<file path="src/arb_pkg.sv">
package arb_pkg;

   // Peer clients sharing the unit
   localparam int n_clients = 2;

   // Width of a client index
   localparam int client_w = $clog2(n_clients);

endpackage

</file>
<file path="src/muldiv_pkg.sv">
package muldiv_pkg;

   // Operand and result width
   localparam int xlen = 32;
   localparam int funct_w = 3;

   // RV32M funct3 order, top bit selects the divider
   localparam logic [funct_w-1:0] op_mul    = 3'd0;
   localparam logic [funct_w-1:0] op_mulh   = 3'd1;
   localparam logic [funct_w-1:0] op_mulhsu = 3'd2;
   localparam logic [funct_w-1:0] op_mulhu  = 3'd3;
   localparam logic [funct_w-1:0] op_div    = 3'd4;
   localparam logic [funct_w-1:0] op_divu   = 3'd5;
   localparam logic [funct_w-1:0] op_rem    = 3'd6;
   localparam logic [funct_w-1:0] op_remu   = 3'd7;

   // Divider shift counter, must also hold xlen for a zero operand
   localparam int cnt_w = $clog2(xlen) + 1;

endpackage

</file>
<file path="src/md_arbiter.sv">
module md_arbiter (
   input  logic                            clk,
   input  logic                            rst_n,
   input  logic                            c0_req_valid,
   input  logic                            c1_req_valid,
   input  logic [muldiv_pkg::funct_w-1:0]  c0_req_op,
   input  logic [muldiv_pkg::funct_w-1:0]  c1_req_op,
   input  logic [muldiv_pkg::xlen-1:0]     c0_req_a,
   input  logic [muldiv_pkg::xlen-1:0]     c0_req_b,
   input  logic [muldiv_pkg::xlen-1:0]     c1_req_a,
   input  logic [muldiv_pkg::xlen-1:0]     c1_req_b,
   output logic                            c0_req_ready,
   output logic                            c1_req_ready,
   output logic                            c0_resp_valid,
   output logic                            c1_resp_valid,
   output logic [muldiv_pkg::xlen-1:0]     c0_resp_result,
   output logic [muldiv_pkg::xlen-1:0]     c1_resp_result,
   output logic                            u_req_valid,
   output logic [muldiv_pkg::funct_w-1:0]  u_req_op,
   output logic [muldiv_pkg::xlen-1:0]     u_req_a,
   output logic [muldiv_pkg::xlen-1:0]     u_req_b,
   input  logic                            u_req_ready,
   input  logic                            u_resp_valid,
   input  logic [muldiv_pkg::xlen-1:0]     u_resp_result
);

   logic [arb_pkg::n_clients-1:0]   req_vec;
   logic [arb_pkg::client_w-1:0]    grant;
   logic [arb_pkg::client_w-1:0]    owner_q;
   logic [arb_pkg::client_w-1:0]    last_q;
   logic                            busy_q;
   logic                            accept;

   assign req_vec = {c1_req_valid, c0_req_valid};

   // Both asking goes to the one not served last
   always_comb begin
      if (&req_vec)
         grant = last_q + 1'b1;
      else if (req_vec[1])
         grant = '1;
      else
         grant = '0;
   end

   assign u_req_valid = ~busy_q & req_vec[grant];
   assign u_req_op = (grant == '0) ? c0_req_op : c1_req_op;
   assign u_req_a = (grant == '0) ? c0_req_a : c1_req_a;
   assign u_req_b = (grant == '0) ? c0_req_b : c1_req_b;

   assign c0_req_ready = ~busy_q & u_req_ready & (grant == '0);
   assign c1_req_ready = ~busy_q & u_req_ready & (grant == '1);
   assign accept = u_req_valid & u_req_ready;

   always_ff @(posedge clk or negedge rst_n) begin
      if (!rst_n) begin
         busy_q <= 1'b0;
         owner_q <= '0;
         last_q <= '1;
      end else if (accept) begin
         busy_q <= 1'b1;
         owner_q <= grant;
         last_q <= grant;
      end else if (u_resp_valid) begin
         busy_q <= 1'b0;
      end
   end

   // Only the owner sees the pulse
   assign c0_resp_valid = u_resp_valid & busy_q & (owner_q == '0);
   assign c1_resp_valid = u_resp_valid & busy_q & (owner_q == '1);
   assign c0_resp_result = u_resp_result;
   assign c1_resp_result = u_resp_result;

endmodule

</file>
<file path="src/md_divide.sv">
module md_divide (
   input  logic                          clk,
   input  logic                          rst_n,
   input  logic                          start,
   input  logic                          a_signed,
   input  logic                          b_signed,
   input  logic                          rem_sel,
   input  logic [muldiv_pkg::xlen-1:0]   a,
   input  logic [muldiv_pkg::xlen-1:0]   b,
   output logic                          ready,
   output logic                          done,
   output logic [muldiv_pkg::xlen-1:0]   result
);

   typedef enum logic [1:0] {s_idle, s_compute, s_setup_output, s_done} state_t;

   state_t                             state;
   state_t                             next_state;

   logic [muldiv_pkg::xlen-1:0]        abs_a;
   logic [muldiv_pkg::xlen-1:0]        abs_b;
   logic                               sign_a;
   logic                               sign_b;
   logic                               div_zero;
   logic                               overflow;
   logic [muldiv_pkg::cnt_w-1:0]       clz_a;
   logic [muldiv_pkg::cnt_w-1:0]       clz_b;
   logic [muldiv_pkg::cnt_w-1:0]       shift_d;

   logic [muldiv_pkg::xlen-1:0]        rem_q;
   logic [muldiv_pkg::xlen-1:0]        div_q;
   logic [muldiv_pkg::xlen-1:0]        quot_q;
   logic [muldiv_pkg::cnt_w-1:0]       cnt_q;
   logic                               neg_q;
   logic                               rem_op_q;
   logic                               special_q;

   logic [muldiv_pkg::xlen-1:0]        quot_bit;
   logic [muldiv_pkg::xlen-1:0]        picked;
   logic [muldiv_pkg::xlen-1:0]        final_val;

   // Leading zeros, xlen for an all-zero value
   function automatic logic [muldiv_pkg::cnt_w-1:0] clz(input logic [muldiv_pkg::xlen-1:0] v);
      logic [muldiv_pkg::cnt_w-1:0] n;
      logic                         found;
      n = '0;
      found = 1'b0;
      for (int i = muldiv_pkg::xlen - 1; i >= 0; i--) begin
         if (v[i])
            found = 1'b1;
         else if (!found)
            n = n + 1'b1;
      end
      return n;
   endfunction

   assign sign_a = a_signed & a[muldiv_pkg::xlen-1];
   assign sign_b = b_signed & b[muldiv_pkg::xlen-1];
   assign abs_a = sign_a ? -a : a;
   assign abs_b = sign_b ? -b : b;

   assign div_zero = ~|b;
   // Most negative value over minus one
   assign overflow = sign_a & b_signed & (&b) & ~|a[muldiv_pkg::xlen-2:0];

   assign clz_a = clz(abs_a);
   assign clz_b = clz(abs_b);
   assign shift_d = (abs_a < abs_b) ? '0 : clz_b - clz_a;

   assign quot_bit = {{(muldiv_pkg::xlen-1){1'b0}}, 1'b1} << cnt_q;
   assign picked = rem_op_q ? rem_q : quot_q;
   assign final_val = neg_q ? -picked : picked;

   assign ready = (state == s_idle);
   assign done = (state == s_done);
   assign result = quot_q;

   always_ff @(posedge clk or negedge rst_n) begin
      if (!rst_n)
         state <= s_idle;
      else
         state <= next_state;
   end

   always_comb begin
      case (state)
         s_idle:         next_state = start ? s_compute : s_idle;
         s_compute:      next_state = (cnt_q == '0) ? s_setup_output : s_compute;
         s_setup_output: next_state = s_done;
         default:        next_state = s_idle;
      endcase
   end

   always_ff @(posedge clk) begin
      case (state)
         s_idle: begin
            if (start) begin
               rem_op_q <= rem_sel;
               if (div_zero || overflow) begin
                  // RISC-V results are known up front, one idle pass only
                  special_q <= 1'b1;
                  neg_q <= 1'b0;
                  cnt_q <= '0;
                  quot_q <= div_zero ? '1 : a;
                  rem_q <= div_zero ? a : '0;
               end else begin
                  special_q <= 1'b0;
                  neg_q <= rem_sel ? sign_a : sign_a ^ sign_b;
                  cnt_q <= shift_d;
                  quot_q <= '0;
                  rem_q <= abs_a;
                  div_q <= abs_b << shift_d;
               end
            end
         end
         s_compute: begin
            cnt_q <= cnt_q - 1'b1;
            div_q <= div_q >> 1;
            if (!special_q && rem_q >= div_q) begin
               rem_q <= rem_q - div_q;
               quot_q <= quot_q | quot_bit;
            end
         end
         s_setup_output: begin
            quot_q <= final_val;
         end
         default: ;
      endcase
   end

endmodule

</file>
<file path="src/md_multiply.sv">
module md_multiply (
   input  logic                          clk,
   input  logic                          rst_n,
   input  logic                          start,
   input  logic                          a_signed,
   input  logic                          b_signed,
   input  logic                          high_sel,
   input  logic [muldiv_pkg::xlen-1:0]   a,
   input  logic [muldiv_pkg::xlen-1:0]   b,
   output logic                          done,
   output logic [muldiv_pkg::xlen-1:0]   result
);

   logic [2*muldiv_pkg::xlen-1:0]   a_ext;
   logic [2*muldiv_pkg::xlen-1:0]   b_ext;
   logic [2*muldiv_pkg::xlen-1:0]   product;
   logic                            done_q;
   logic [muldiv_pkg::xlen-1:0]     result_q;

   // Each operand extended by its own signedness
   assign a_ext = {{muldiv_pkg::xlen{a_signed & a[muldiv_pkg::xlen-1]}}, a};
   assign b_ext = {{muldiv_pkg::xlen{b_signed & b[muldiv_pkg::xlen-1]}}, b};

   // Low 2*xlen bits are exact for any mix of signedness
   assign product = a_ext * b_ext;

   always_ff @(posedge clk or negedge rst_n) begin
      if (!rst_n)
         done_q <= 1'b0;
      else
         done_q <= start;
   end

   always_ff @(posedge clk) begin
      if (start) begin
         if (high_sel)
            result_q <= product[2*muldiv_pkg::xlen-1:muldiv_pkg::xlen];
         else
            result_q <= product[muldiv_pkg::xlen-1:0];
      end
   end

   assign done = done_q;
   assign result = result_q;

endmodule

</file>
<file path="src/muldiv_top.sv">
module muldiv_top (
   input  logic                            clk,
   input  logic                            rst_n,
   input  logic                            c0_req_valid,
   output logic                            c0_req_ready,
   input  logic [muldiv_pkg::funct_w-1:0]  c0_req_op,
   input  logic [muldiv_pkg::xlen-1:0]     c0_req_a,
   input  logic [muldiv_pkg::xlen-1:0]     c0_req_b,
   output logic                            c0_resp_valid,
   output logic [muldiv_pkg::xlen-1:0]     c0_resp_result,
   input  logic                            c1_req_valid,
   output logic                            c1_req_ready,
   input  logic [muldiv_pkg::funct_w-1:0]  c1_req_op,
   input  logic [muldiv_pkg::xlen-1:0]     c1_req_a,
   input  logic [muldiv_pkg::xlen-1:0]     c1_req_b,
   output logic                            c1_resp_valid,
   output logic [muldiv_pkg::xlen-1:0]     c1_resp_result
);

   logic                            u_req_valid;
   logic                            u_req_ready;
   logic [muldiv_pkg::funct_w-1:0]  u_req_op;
   logic [muldiv_pkg::xlen-1:0]     u_req_a;
   logic [muldiv_pkg::xlen-1:0]     u_req_b;
   logic                            u_resp_valid;
   logic [muldiv_pkg::xlen-1:0]     u_resp_result;

   md_arbiter arb (
      .clk            (clk),
      .rst_n          (rst_n),
      .c0_req_valid   (c0_req_valid),
      .c1_req_valid   (c1_req_valid),
      .c0_req_op      (c0_req_op),
      .c1_req_op      (c1_req_op),
      .c0_req_a       (c0_req_a),
      .c0_req_b       (c0_req_b),
      .c1_req_a       (c1_req_a),
      .c1_req_b       (c1_req_b),
      .c0_req_ready   (c0_req_ready),
      .c1_req_ready   (c1_req_ready),
      .c0_resp_valid  (c0_resp_valid),
      .c1_resp_valid  (c1_resp_valid),
      .c0_resp_result (c0_resp_result),
      .c1_resp_result (c1_resp_result),
      .u_req_valid    (u_req_valid),
      .u_req_op       (u_req_op),
      .u_req_a        (u_req_a),
      .u_req_b        (u_req_b),
      .u_req_ready    (u_req_ready),
      .u_resp_valid   (u_resp_valid),
      .u_resp_result  (u_resp_result)
   );

   muldiv_unit mdu (
      .clk         (clk),
      .rst_n       (rst_n),
      .req_valid   (u_req_valid),
      .req_op      (u_req_op),
      .req_a       (u_req_a),
      .req_b       (u_req_b),
      .req_ready   (u_req_ready),
      .resp_valid  (u_resp_valid),
      .resp_result (u_resp_result)
   );

endmodule

</file>
<file path="src/muldiv_unit.sv">
module muldiv_unit (
   input  logic                            clk,
   input  logic                            rst_n,
   input  logic                            req_valid,
   input  logic [muldiv_pkg::funct_w-1:0]  req_op,
   input  logic [muldiv_pkg::xlen-1:0]     req_a,
   input  logic [muldiv_pkg::xlen-1:0]     req_b,
   output logic                            req_ready,
   output logic                            resp_valid,
   output logic [muldiv_pkg::xlen-1:0]     resp_result
);

   logic                          is_div;
   logic                          a_signed;
   logic                          b_signed;
   logic                          high_sel;
   logic                          rem_sel;
   logic                          mul_start;
   logic                          div_start;
   logic                          mul_busy;
   logic                          mul_done;
   logic                          div_done;
   logic                          div_ready;
   logic [muldiv_pkg::xlen-1:0]   mul_result;
   logic [muldiv_pkg::xlen-1:0]   div_result;

   assign is_div = req_op[muldiv_pkg::funct_w-1];

   always_comb begin
      a_signed = 1'b0;
      b_signed = 1'b0;
      high_sel = 1'b0;
      rem_sel = 1'b0;
      case (req_op)
         muldiv_pkg::op_mul:    ;
         muldiv_pkg::op_mulh:   {a_signed, b_signed, high_sel} = 3'b111;
         muldiv_pkg::op_mulhsu: {a_signed, high_sel} = 2'b11;
         muldiv_pkg::op_mulhu:  high_sel = 1'b1;
         muldiv_pkg::op_div:    {a_signed, b_signed} = 2'b11;
         muldiv_pkg::op_divu:   ;
         muldiv_pkg::op_rem:    {a_signed, b_signed, rem_sel} = 3'b111;
         muldiv_pkg::op_remu:   rem_sel = 1'b1;
         default:               ;
      endcase
   end

   assign req_ready = div_ready & ~mul_busy;
   assign mul_start = req_valid & req_ready & ~is_div;
   assign div_start = req_valid & req_ready & is_div;

   // Covers the one cycle the multiplier holds an operation
   always_ff @(posedge clk or negedge rst_n) begin
      if (!rst_n)
         mul_busy <= 1'b0;
      else if (mul_start)
         mul_busy <= 1'b1;
      else if (mul_done)
         mul_busy <= 1'b0;
   end

   md_multiply mul (
      .clk      (clk),
      .rst_n    (rst_n),
      .start    (mul_start),
      .a_signed (a_signed),
      .b_signed (b_signed),
      .high_sel (high_sel),
      .a        (req_a),
      .b        (req_b),
      .done     (mul_done),
      .result   (mul_result)
   );

   md_divide div (
      .clk      (clk),
      .rst_n    (rst_n),
      .start    (div_start),
      .a_signed (a_signed),
      .b_signed (b_signed),
      .rem_sel  (rem_sel),
      .a        (req_a),
      .b        (req_b),
      .ready    (div_ready),
      .done     (div_done),
      .result   (div_result)
   );

   assign resp_valid = mul_done | div_done;
   assign resp_result = mul_done ? mul_result : div_result;

endmodule
</file>
<file path="config.mk">
export PLATFORM = sky130hd
export DESIGN_NAME = muldiv_top
export DESIGN_NICKNAME = d
export VERILOG_FILES = /design/src/arb_pkg.sv /design/src/muldiv_pkg.sv /design/src/md_arbiter.sv /design/src/md_divide.sv /design/src/md_multiply.sv /design/src/muldiv_top.sv /design/src/muldiv_unit.sv
export SDC_FILE = /design/constraint.sdc
export NUM_CORES = 2
export LEC_CHECK = 0
export BUFFER_PORTS_ARGS = -buffer_cell sky130_fd_sc_hd__buf_4
export CORE_ASPECT_RATIO = 0.5
export CORE_MARGIN = 1
export CORE_UTILIZATION = 34
export DETAILED_ROUTE_END_ITERATION = 6
export PLACE_DENSITY = 0.51
export SLEW_MARGIN = 0
export SYNTH_ARGS = -nofsm -noshare
export SYNTH_HDL_FRONTEND = slang
export SYNTH_SLANG_ARGS = --single-unit
</file>
<file path="constraint.sdc">
create_clock -name clk -period 42 [get_ports clk]
set_input_delay 12.6 -clock clk [delete_from_list [all_inputs] [get_ports clk]]
set_output_delay 12.6 -clock clk [all_outputs]
set_load 0.02 [all_outputs]
</file>
==> results.toml <==
[clock_network]
cts_buffers = 17
cts_htree_levels = 4
cts_resized = 0
clockBufferDepth = 2
clock-root-buffer = "clkbuf_16"
cts_tree = "done"
cts.sinks = 144
clk_pin_slew_ps = 60
clkLatencyLatePin_ps = 450
cts_setup_buffers = 0
holdBufCountCts = 0

[sta]
final_max_slew_viol_count = 0
hold_viol = 0
tightest_slew_ps = 1190
finalSetupTns_ps = 0
rsz0062_at_grt = "false"
fin_skew_ps = 16.5
min_period_ps = 39490
relSlewSlack_pct = 19.1
fmax_ghz = 0.0253
post-route-period-util_pct = 94.0
setup_viol = 0

[logic_synthesis]
yosys_warnings = 0
ys.flop_type = "edfxtp_1"
synth.most_common_cell = "nand2_1"
synth_top_area_share_pct = 37.6
netlist_instances = 7162
synth_top_family_by_area = "adder cells"
synth_adder_area_share_pct = 45.0
synth_largest_area_cell = "fa_1"
seq_area_frac_synth_pct = 7.15
synth_enable_flop_cells = 137
syn-num-nets = 8779
synthArstFlopShare_pct = 4.86
synth.ff_latch_count = 144
yosysUniqueCellTypes = 122
netlist_top_cells_count = "nand2_1 (1320), inv_1 (1165), fa_1 (1127)"
synth-xor-area-share_pct = 5.92
synthSimpleGateAreaFrac_pct = 17.9
synthMuxAreaShare_pct = 4.14
synth-compound-area-share_pct = 9.88
netlist_area_um2 = 60000
ys_top_cells_by_area = "fa_1 (38%), nand2_1 (8.3%), ha_1 (7.3%), inv_1 (7.3%), edfxtp_1 (6.9%)"
avgSynthCellArea_um2 = 8.38

[worst_setup_path]
crit_path_top_delay_cell = "a21bo_4"
end_kind = "register"
crit_type = "in -> reg"
crit_fanout = 40
required_ps = 42160
cp_top_family = "adder cells"
crit_top_cell = "ha_1"
start_kind = "input pin"
path_buf_inv = 7
cpPeakStageDelay_ps = 540
worstPathArrival_ps = 39650

[route]
wl_per_cell_um = 25.8
ant_nets = 0
first_pass_iters = 7
drt-total-wl_mm = 245
viasPerCell = 5.46
drt_iter0_markers = 5287
vias = 51800
drcViolationCount = 0

[placed_design]
routabilityCongestion = 1.01
port-buffer-count = 205
hpwl_mm = 191

[job]
drv_cap = 0

[floorplanning]
ioPinCount = 206
core_um2 = 174000
initial_core_util_pct = 34.4
die_w_um = 596
dieArea_um2 = 178000
row_count = 108
fp.dieH_um = 299

[global_route]
grt_max_degree = 66
antenna_found_initial = 12
grt_pass1_vias = 51600
gr-total-overflow = 0
grt_pass1_wl_mm = 358
track_usage_pct = 27.4

[run_status]
status = "finished clean"

[final_layout]
nets = 8778
fill_cells = 18100
drive_gt1_share_pct = 8.52
syn2layout_area_growth_pct = 7.90

[hold_path]
hold_path.class = "reg -> reg"
==> logic make-up (layout without fill, tap and decap cells) <==
group                    Yosys count  count (layout)
buffers and inverters           1554            1565
other                              0               4
adder cells (fa/ha/maj)         1481            1481
AND/OR/NAND/NOR                 2483            2483
multiplexers                     232             232
flip-flops                       144             144
AO/OA/AOI/OAI                    918             918
XOR/XNOR                         350             350
==> final timing paths <==
check | startpoint | end | slack [ps] | depth (start not counted)
max in group asynchronous | rst_n | arb.last_q | 29760 | 1
worst min register to register | arb.busy_q | arb.busy_q | 500 | 2
min in group asynchronous | rst_n | mdu.mul.done | 11990 | 1
worst max-delay path | c1_req_valid | mdu.div.div_q[1] | 2510 | 132
worst min-delay path | arb.busy_q | arb.busy_q | 500 | 2
worst max register to register | arb.last_q | mdu.div.div_q[1] | 14190 | 131
==> area by class of cell <==
type / count / area (um2) / share of cell area (%)
multi-input combinational: 5464 / 49900 / 77.1
inverter: 1173 / 4400 / 6.80
sequential: 144 / 4290 / 6.62
timing repair buffer: 361 / 2710 / 4.18
clock buffer: 17 / 425 / 0.657
clock inverter: 14 / 131 / 0.203
antenna: 4 / 10.0 / 0.0155
tap: 2310 / 2890 / 4.46
==> stage by stage <==
step	cell area, um2	utilization, %	std cells	setup WS (ps)	hold WS, ps
5_1_grt	64800	37.1	9483	681	535
3_3_place_gp	64200	36.8	9452	2590	489
3_5_place_dp	64200	36.8	9452	2380	486
6_report	64800	37.2	9487	2510	504
2_1_floorplan	60000	-	7162	3130	462
4_1_cts	64800	37.1	9483	2740	502
==> routing by layer <==
metal	global-route usage (%)	part of all wire, %
met5	0	0.013
met4	8.13	3.6
met3	6.13	10
met2	42.4	44
met1	38.2	42
==> layout by cell type, fill, tap and decap left out, types with 38 or more instances in the layout <==
master	netlist	layout
nand2b_1	38	38
edfxtp_1	137	137
xnor2_1	218	214
buf_4	35	361
ha_1	352	351
nor2b_1	38	38
nor3_1	100	99
a21oi_1	246	244
nand2_1	1320	1307
fa_1	1127	1127
xor2_1	91	91
a21o_1	40	40
nand3_1	88	88
and2_1	66	65
mux2i_1	141	133
inv_1	1165	1165
mux2_2	82	82
o21ai_0	232	231
nand4_1	52	52
a31oi_1	71	71
or3_1	52	52
nor2_1	576	570
and3_1	42	42
==> flip-flops by register name (all words and copies together) (netlist names) <==
register,flops
mdu.div.div_q,32
mdu.div.rem_q,32
mdu.div.result,32
mdu.mul.result,32
mdu.div.cnt_q,6
mdu.div.state,2
arb.busy_q,1
arb.last_q,1
arb.owner_q,1
mdu.div.neg_q,1
mdu.div.rem_op_q,1
mdu.div.special_q,1
mdu.mul.done,1
mdu.mul_busy,1
==> worst min-delay path, stage by stage, from the launching register on <==
cell     delay [ps]
dfrtp_1         360
nand2_1          60
nand2_1          60
Power is left out: the tool's default activity adds up to more than one toggle a clock period on the data nets, which glitch-free logic cannot reach.
